<file path="src/include/cpu_consts.svh">
// cpu constants: reset vector, queue sizing and MIPS32 opcode/funct encodings
`ifndef CPU_CONSTS_SVH
`define CPU_CONSTS_SVH

`define RESET_PC    32'hbfc0_0000   // boot rom entry
`define QUEUE_DEPTH 4               // queue slots and initial credits, 1..8
`define CRED_W      4               // holds up to 8 credits

// primary opcodes
`define OP_SPECIAL  6'h00
`define OP_ADDIU    6'h09
`define OP_ANDI     6'h0c
`define OP_ORI      6'h0d
`define OP_XORI     6'h0e
`define OP_LUI      6'h0f

// special funct codes
`define FN_ADDU     6'h21
`define FN_SUBU     6'h23
`define FN_AND      6'h24
`define FN_OR       6'h25
`define FN_XOR      6'h26
`define FN_NOR      6'h27
`define FN_SLT      6'h2a
`define FN_SLTU     6'h2b

`endif

</file>
<file path="src/logic/cpu_pkg.sv">
// cpu package: queue entry, alu operation and decoded instruction types with the decoder
`include "cpu_consts.svh"

package cpu_pkg;

    typedef struct packed {
        logic [31:0] pc;
        logic [31:0] instr;
    } inst_entry_t;

    typedef enum logic [3:0] {
        ALU_ADD, ALU_SUB, ALU_AND, ALU_OR, ALU_XOR, ALU_NOR, ALU_SLT, ALU_SLTU, ALU_LUI
    } alu_op_e;

    typedef struct packed {
        alu_op_e     alu_op;
        logic [4:0]  rs;
        logic [4:0]  rt;
        logic [4:0]  dst;
        logic        use_imm;
        logic [31:0] imm32;   // already extended
        logic        reg_wr;
    } decoded_t;

    // anything outside the supported subset comes back with reg_wr low
    function automatic decoded_t decode_instr(input logic [31:0] instr);
        decoded_t   d;
        logic [5:0] op;
        logic [5:0] fn;
        op        = instr[31:26];
        fn        = instr[5:0];
        d.alu_op  = ALU_ADD;
        d.rs      = instr[25:21];
        d.rt      = instr[20:16];
        d.use_imm = (op != `OP_SPECIAL);                        // every i-type takes an imm
        d.dst     = d.use_imm ? instr[20:16] : instr[15:11];
        d.imm32   = (op == `OP_ADDIU) ? {{16{instr[15]}}, instr[15:0]}
                                      : {16'h0000, instr[15:0]};
        d.reg_wr  = 1'b1;
        case (op)
            `OP_SPECIAL: begin
                case (fn)
                    `FN_ADDU: d.alu_op = ALU_ADD;
                    `FN_SUBU: d.alu_op = ALU_SUB;
                    `FN_AND:  d.alu_op = ALU_AND;
                    `FN_OR:   d.alu_op = ALU_OR;
                    `FN_XOR:  d.alu_op = ALU_XOR;
                    `FN_NOR:  d.alu_op = ALU_NOR;
                    `FN_SLT:  d.alu_op = ALU_SLT;
                    `FN_SLTU: d.alu_op = ALU_SLTU;
                    default:  d.reg_wr = 1'b0;                  // sll nop lands here too
                endcase
            end
            `OP_ADDIU: d.alu_op = ALU_ADD;
            `OP_ANDI:  d.alu_op = ALU_AND;
            `OP_ORI:   d.alu_op = ALU_OR;
            `OP_XORI:  d.alu_op = ALU_XOR;
            `OP_LUI:   d.alu_op = ALU_LUI;
            default:   d.reg_wr = 1'b0;
        endcase
        return d;
    endfunction

endpackage

</file>
<file path="src/logic/fetch_queue_if.sv">
// fetch/queue/execute link: queue entries forward, credits back to fetch
interface fetch_queue_if import cpu_pkg::*; ();

    logic        push;         // one per sram response
    inst_entry_t push_entry;
    logic        pop;          // execute consumes the head
    logic        head_valid;
    inst_entry_t head_entry;
    logic        credit_ret;   // one slot freed

    modport fetch_mp (
        output push,
        output push_entry,
        input  credit_ret
    );

    modport queue_mp (
        input  push,
        input  push_entry,
        input  pop,
        output head_valid,
        output head_entry
    );

    modport exec_mp (
        input  head_valid,
        input  head_entry,
        output pop,
        output credit_ret
    );

endinterface

</file>
<file path="src/logic/inst_fetch.sv">
// instruction fetch: pc and credit counter, sram request and response capture into the queue
`include "cpu_consts.svh"

module inst_fetch (
    input  logic                     clk,
    input  logic                     reset_i,
    input  logic [31:0]              inst_sram_rdata_i,
    output logic                     inst_sram_en_o,
    output logic [31:0]              inst_sram_addr_o,
    fetch_queue_if.fetch_mp          fq
);

    logic [31:0]         pc_q;
    logic [`CRED_W-1:0]  credits_q;
    logic [`CRED_W-1:0]  cred_next;
    logic                fetch_en_q;   // registered request strobe
    logic                req_q;        // response due this cycle
    logic [31:0]         req_pc_q;

    // spend on request, regain on pop, both may happen in one cycle
    always_comb begin
        cred_next = credits_q;
        if (fetch_en_q && !fq.credit_ret) begin
            cred_next = credits_q - 1'b1;
        end else if (!fetch_en_q && fq.credit_ret) begin
            cred_next = credits_q + 1'b1;
        end
    end

    always_ff @(posedge clk) begin
        if (reset_i) begin
            pc_q       <= `RESET_PC;
            credits_q  <= `CRED_W'(`QUEUE_DEPTH);
            fetch_en_q <= 1'b0;
            req_q      <= 1'b0;
        end else begin
            credits_q  <= cred_next;
            fetch_en_q <= (cred_next != '0);   // request next cycle only with a credit left
            req_q      <= fetch_en_q;
            if (fetch_en_q) begin
                pc_q <= pc_q + 32'd4;
            end
        end
    end

    // pc of the word the sram is returning
    always_ff @(posedge clk) begin
        if (fetch_en_q) begin
            req_pc_q <= pc_q;
        end
    end

    assign inst_sram_en_o   = fetch_en_q;
    assign inst_sram_addr_o = pc_q;       // held while out of credits

    assign fq.push             = req_q;
    assign fq.push_entry.pc    = req_pc_q;
    assign fq.push_entry.instr = inst_sram_rdata_i;

    // execute must never hand back more credits than fetch spent
    a_credit_bound: assert property (
        @(posedge clk) disable iff (reset_i) credits_q <= `CRED_W'(`QUEUE_DEPTH)
    ) else $error("credit count above queue depth");

endmodule

</file>
<file path="src/logic/inst_queue.sv">
// instruction queue: circular fifo of fetched entries with the head shown combinationally
`include "cpu_consts.svh"

module inst_queue import cpu_pkg::*; (
    input  logic             clk,
    input  logic             reset_i,
    fetch_queue_if.queue_mp  fq
);

    localparam int DEPTH = `QUEUE_DEPTH;
    localparam int PTR_W = (DEPTH > 1) ? $clog2(DEPTH) : 1;
    localparam int CNT_W = $clog2(DEPTH + 1);

    inst_entry_t      mem_q [DEPTH];
    logic [PTR_W-1:0] wr_ptr_q;
    logic [PTR_W-1:0] rd_ptr_q;
    logic [CNT_W-1:0] count_q;
    logic             full;

    assign full = (count_q == CNT_W'(DEPTH));

    always_ff @(posedge clk) begin
        if (reset_i) begin
            wr_ptr_q <= '0;
            rd_ptr_q <= '0;
            count_q  <= '0;
        end else begin
            if (fq.push) begin
                wr_ptr_q <= (wr_ptr_q == PTR_W'(DEPTH - 1)) ? '0 : wr_ptr_q + 1'b1;
            end
            if (fq.pop) begin
                rd_ptr_q <= (rd_ptr_q == PTR_W'(DEPTH - 1)) ? '0 : rd_ptr_q + 1'b1;
            end
            case ({fq.push, fq.pop})
                2'b10:   count_q <= count_q + 1'b1;
                2'b01:   count_q <= count_q - 1'b1;
                default: count_q <= count_q;    // idle or push and pop together
            endcase
        end
    end

    always_ff @(posedge clk) begin
        if (fq.push) begin
            mem_q[wr_ptr_q] <= fq.push_entry;
        end
    end

    assign fq.head_valid = (count_q != '0);
    assign fq.head_entry = mem_q[rd_ptr_q];

    // credits upstream are supposed to make overflow impossible
    a_no_overflow: assert property (
        @(posedge clk) disable iff (reset_i) !(fq.push && full)
    ) else $error("push into full instruction queue");

    a_no_underflow: assert property (
        @(posedge clk) disable iff (reset_i) !(fq.pop && !fq.head_valid)
    ) else $error("pop from empty instruction queue");

endmodule

</file>
<file path="src/logic/exec_unit.sv">
// execute unit: decode, register file, alu and write-back with debug retire ports
module exec_unit import cpu_pkg::*; (
    input  logic             clk,
    input  logic             reset_i,
    fetch_queue_if.exec_mp   fq,
    output logic             debug_wb_valid_o,
    output logic [31:0]      debug_wb_pc_o,
    output logic [3:0]       debug_wb_rf_wen_o,
    output logic [4:0]       debug_wb_rf_wnum_o,
    output logic [31:0]      debug_wb_rf_wdata_o
);

    decoded_t    dec;
    logic [31:0] rf_q [32];
    logic [31:0] rs_val;
    logic [31:0] rt_val;
    logic [31:0] op_b;
    logic [31:0] alu_res;
    logic        wr_en;

    assign dec = decode_instr(fq.head_entry.instr);

    // r0 reads as zero whatever the array holds
    assign rs_val = (dec.rs == 5'd0) ? 32'h0 : rf_q[dec.rs];
    assign rt_val = (dec.rt == 5'd0) ? 32'h0 : rf_q[dec.rt];
    assign op_b   = dec.use_imm ? dec.imm32 : rt_val;

    always_comb begin
        case (dec.alu_op)
            ALU_ADD:  alu_res = rs_val + op_b;
            ALU_SUB:  alu_res = rs_val - op_b;
            ALU_AND:  alu_res = rs_val & op_b;
            ALU_OR:   alu_res = rs_val | op_b;
            ALU_XOR:  alu_res = rs_val ^ op_b;
            ALU_NOR:  alu_res = ~(rs_val | op_b);
            ALU_SLT:  alu_res = {31'h0, $signed(rs_val) < $signed(op_b)};
            ALU_SLTU: alu_res = {31'h0, rs_val < op_b};
            ALU_LUI:  alu_res = {op_b[15:0], 16'h0000};
            default:  alu_res = 32'h0;
        endcase
    end

    assign wr_en = dec.reg_wr && (dec.dst != 5'd0);   // writes to r0 dropped

    // single in-order stage, so the head is always consumed at once
    assign fq.pop        = fq.head_valid;
    assign fq.credit_ret = fq.head_valid;   // slot freed by this pop

    always_ff @(posedge clk) begin
        if (reset_i) begin
            rf_q <= '{default: 32'h0};
        end else if (fq.pop && wr_en) begin
            rf_q[dec.dst] <= alu_res;
        end
    end

    always_ff @(posedge clk) begin
        if (reset_i) begin
            debug_wb_valid_o  <= 1'b0;
            debug_wb_rf_wen_o <= 4'b0000;
        end else begin
            debug_wb_valid_o  <= fq.pop;
            debug_wb_rf_wen_o <= (fq.pop && wr_en) ? 4'b1111 : 4'b0000;
        end
    end

    // retire payload, qualified by debug_wb_valid_o
    always_ff @(posedge clk) begin
        if (fq.pop) begin
            debug_wb_pc_o       <= fq.head_entry.pc;
            debug_wb_rf_wnum_o  <= dec.dst;
            debug_wb_rf_wdata_o <= alu_res;
        end
    end

    // back-to-back pops see the sequential stream with no gap or repeat
    a_pc_in_order: assert property (
        @(posedge clk) disable iff (reset_i)
        (fq.pop && debug_wb_valid_o) |-> fq.head_entry.pc == debug_wb_pc_o + 32'd4
    ) else $error("queue head pc does not follow the last retired pc");

endmodule

</file>
<file path="src/logic/mycpu_top.sv">
// mycpu top: fetch, instruction queue and execute between the instruction sram and debug ports
module mycpu_top (
    input  logic        clk,
    input  logic        reset_i,
    input  logic [31:0] inst_sram_rdata_i,
    output logic        inst_sram_en_o,
    output logic [31:0] inst_sram_addr_o,
    output logic        debug_wb_valid_o,
    output logic [31:0] debug_wb_pc_o,
    output logic [3:0]  debug_wb_rf_wen_o,
    output logic [4:0]  debug_wb_rf_wnum_o,
    output logic [31:0] debug_wb_rf_wdata_o
);

    fetch_queue_if fq ();

    inst_fetch u_fetch (
        .clk               (clk),
        .reset_i           (reset_i),
        .inst_sram_rdata_i (inst_sram_rdata_i),
        .inst_sram_en_o    (inst_sram_en_o),
        .inst_sram_addr_o  (inst_sram_addr_o),
        .fq                (fq.fetch_mp)
    );

    inst_queue u_queue (
        .clk     (clk),
        .reset_i (reset_i),
        .fq      (fq.queue_mp)
    );

    exec_unit u_exec (
        .clk                 (clk),
        .reset_i             (reset_i),
        .fq                  (fq.exec_mp),
        .debug_wb_valid_o    (debug_wb_valid_o),
        .debug_wb_pc_o       (debug_wb_pc_o),
        .debug_wb_rf_wen_o   (debug_wb_rf_wen_o),
        .debug_wb_rf_wnum_o  (debug_wb_rf_wnum_o),
        .debug_wb_rf_wdata_o (debug_wb_rf_wdata_o)
    );

endmodule

</file>
<file path="config.mk">
export PLATFORM = sky130hd
export DESIGN_NAME = mycpu_top
export DESIGN_NICKNAME = d
export VERILOG_FILES = /design/src/logic/cpu_pkg.sv /design/src/logic/fetch_queue_if.sv /design/src/logic/inst_fetch.sv /design/src/logic/inst_queue.sv /design/src/logic/exec_unit.sv /design/src/logic/mycpu_top.sv
export VERILOG_INCLUDE_DIRS = /design/src /design/src/include
export SDC_FILE = /design/constraint.sdc
export NUM_CORES = 2
export LEC_CHECK = 0
export BUFFER_PORTS_ARGS = -buffer_cell sky130_fd_sc_hd__buf_2
export CORE_MARGIN = 10
export CORE_UTILIZATION = 40
export DETAILED_ROUTE_END_ITERATION = 6
export GPL_ROUTABILITY_DRIVEN = 0
export PLACE_DENSITY_LB_ADDON = 0.2
export SETUP_SLACK_MARGIN = 0.02
export SLEW_MARGIN = 40
export SYNTH_ARGS = -nofsm -noshare
export SYNTH_HDL_FRONTEND = slang
export SYNTH_SLANG_ARGS = --single-unit
</file>
<file path="constraint.sdc">
create_clock -name clk -period 14.55 [get_ports clk]
set_input_delay 4.365 -clock clk [delete_from_list [all_inputs] [get_ports clk]]
set_output_delay 4.365 -clock clk [all_outputs]
set_load 0.005 [all_outputs]
</file>
==> results_dict.tcl <==
set metrics [dict create \
    rows 154 \
    rsz0062_at_grt "false" \
    yosysSeqAreaShare_pct 45.03 \
    area_growth_pct 12.16 \
    cp-start-kind "flip-flop" \
    hold_class "reg2reg" \
    path_clk_slew_ns 0.06 \
    maxSlewHeadroom_pct 40.05 \
    die-area_um2 193800 \
    routed_wl_um 232800 \
    ant_nets 0 \
    drtIter0Drc 5548 \
    finish.utilization_pct 45.02 \
    power.density_nw_per_um2 156.4 \
    port_buffers 136 \
    cts_setup_buffers 0 \
    cts_hold_buffers 0 \
    pwr-share-clk_pct 31.9 \
    synthTopCellsByArea "dfxtp_1 30%, mux4_2 21%, edfxtp_1 15%" \
    drc 0 \
    place_hpwl_um 140600 \
    worst_setup_path_end_kind "flip-flop" \
    finalSetupTns_ns 0 \
    finClkSkew_ns 0.06145 \
    root_buffer "clkbuf_16" \
    power.switching_mw 4.547 \
    vias_per_cell 6.153 \
    cts-resized-gates 0 \
    vias 52700 \
    maxCapViolCount 0 \
    hold_viol_final 0 \
    synth-edff-count 345 \
    power.internal_mw 7.839 \
    route.detailed.wl_per_inst_um 27.18 \
    peakVddDrop_uv 132.1 \
    drv_slew 0 \
    seq_power_share_pct 35.9 \
    hold_slack_ns 0.4738 \
    period_minus_slack_ns 8.728 \
    antenna_found_initial 14 \
    crit_type "reg2reg" \
    drt_pass1_iterations 7 \
    gr-usage-all-layers_pct 23.48 \
    comb_power_share_pct 32.2 \
    status "finished, final reports clean" \
    synth.cell_area_um2 70620 \
    final_area_um2 79200 \
    grt_remaining_overflow 0 \
    cts_made_buffers 153 \
    ys.flop_type "dfxtp_1" \
    leakage_nw 25.19 \
    finalSetupViolCount 0 \
    syn_inst 6303 \
    worstPathRequired_ns 15.09 \
    die_x_um 440.2 \
    drive_above_1_share_pct 21.25 \
    h-tree-depth 4 \
    period_share_pct 59.99 \
    ys_seq_elements 1416 \
    core_um2 175900 \
    start_util_pct 40.14 \
    placed_area_um2 73870 \
    yosysTopAreaCell "dfxtp_1" \
    worst-path-max-fanout 54 \
    post_synth.cell_area_avg_um2 11.20 \
    clock_latency_ns 0.82 \
    nets 6237 \
    cts_sinks 1416 \
    layout.cells.non_filler 8565 \
    p_sw_share_pct 36.71 \
    ys_async_sr_fraction_pct 0 \
    yosys_warnings 0 \
    crit_arrival_ns 9.27 \
    fmax_mhz 114.6 \
    worstMarginPinSlew_ns 0.8993 \
    grt_first_pass_wirelength_um 345800 \
    grt_max_degree 171 \
    synth.distinct_cells 84 \
    die_h_um 440.2 \
    yosysTopAreaCellShare_pct 30.36 \
    cts_tree "done" \
    place_inst 8269 \
    io_pins 141 \
    clk_path_buf_depth 3 \
    first_global_vias 51050 \
]
## layout make-up
type                    count  area, µm²
fillers                 16250      96720
flip-flops and latches   1416      31810
multi-input cells        4081      36030
clock inverters            65      778.2
repair buffers            305       2779
diodes                      5      12.51
well taps                2340       2928
clock buffers             219       4358
inverters                 134      505.5
## state kept, by name (all words and copies together) (netlist names), named ones only
signal,cells
u_queue.count_q,3
u_fetch.inst_sram_en_o,1
u_exec.debug_wb_rf_wnum_o,5
u_queue.mem_q,248
u_exec.rf_q,1024
u_fetch.req_pc_q,30
u_exec.debug_wb_rf_wen_o,1
u_fetch.inst_sram_addr_o,30
u_fetch.fq.push,1
u_queue.rd_ptr_q,2
u_exec.debug_wb_rf_wdata_o,32
u_exec.debug_wb_pc_o,30
u_exec.debug_wb_valid_o,1
u_fetch.credits_q,4
u_queue.wr_ptr_q,2
## power groups by stage
stage               combinational (mW)  clock [mW]  sequential [mW]
finish                            3.99        3.95             4.44
global route                      4.19        4.18             4.47
CTS                               3.93        4.02             4.45
detailed placement                3.92           0             4.53
global placement                  3.88           0             4.53
floorplan                         2.54           0             4.47
## path summary, 6_finish.rpt
path	start	endpoint	slack, ns	depth (start not counted)
worst min-delay path	u_queue.rd_ptr_q[1]	flip-flop	0.47	2
worst min register to register	u_queue.rd_ptr_q[1]	flip-flop	0.47	2
worst max-delay path	flip-flop	u_exec.debug_wb_rf_wdata_o[31]	5.82	20
worst max register to register	flip-flop	u_exec.debug_wb_rf_wdata_o[31]	5.82	20
## cells in the mapped netlist (all sizes together) (94+ instances only)
library cell	number
inv	132
edfxtp	345
dfxtp	1071
ha	109
nand2	313
buf	282
a311oi	94
mux4	666
a211oi	798
clkbuf	393
mux2i	116
a21oi	210
o21ai	148
nor2	1070
## critical path, cell delays in order, from the launching register on
cell and delay [ns]:
dfxtp_4 0.72, buf_6 0.55, mux4_4 0.89, buf_6 0.61
buf_4 0.65, mux4_2 0.41, mux4_2 0.52, nand2_1 0.10
a21o_1 0.19, inv_1 0.08, ha_1 0.23, o311ai_0 0.72
a2111oi_0 0.26, buf_4 0.20, o31ai_1 0.63, a21oi_1 0.24
o211ai_1 0.21, a22oi_1 0.16, mux2i_4 0.55, buf_6 0.27
nand2_1 0.09
## routing by layer
layer | vias to the layer above | global-route usage [%] | part of all wire (%) | routed length (µm)
li1 | 23410 | - | - | -
met1 | 26630 | 31.95 | 42 | 98310
met2 | 2171 | 36.38 | 45 | 105800
met3 | 480 | 5.535 | 8.4 | 19590
met4 | 6 | 8.690 | 3.9 | 8990
met5 | - | 0 | 0.018 | 42
## stage by stage
| step | power (mW) | worst slack (ns) |
|---|---|---|
| finish | 12.39 | 5.822 |
| global route | 12.83 | 5.318 |
| CTS | 12.39 | 5.461 |
| detailed placement | 8.453 | 5.510 |
| global placement | 8.403 | 5.169 |
| floorplan | 7.007 | 8.006 |
## placed cells by master (no fill, tap or decap), types with 19 or more instances in the layout
cell and n:
dfxtp_1 1068, a211oi_1 795, o211ai_1 24, nor2b_1 52, clkinv_2 27, mux4_2 660, xor2_1 27, nor2_1 1037
buf_2 135, clkbuf_1 39, a21oi_1 196, nand2b_1 21, a21o_1 35, buf_4 93, xnor2_1 25, inv_1 131
nand2_1 311, nor3_1 32, nand3_1 52, nor2_4 33, clkbuf_8 27, a311oi_1 94, a31oi_1 19, edfxtp_1 345
ha_1 109, buf_6 26, clkbuf_16 154, buf_16 21, o21ai_0 136, and3_1 21, mux2i_1 111
## cells by family after synthesis
kind of cell	Yosys count	synth area share [%]
AND/OR/NAND/NOR	1658	9.832
adder cells (fa/ha/maj)	112	2.016
XOR/XNOR	52	0.6449
buffers and inverters	809	4.789
AO/OA/AOI/OAI	1462	14.62
flip-flops	1416	45.03
other	1	0.005310
multiplexers	793	23.06
Note: power is estimated with default switching activity, not from simulation.
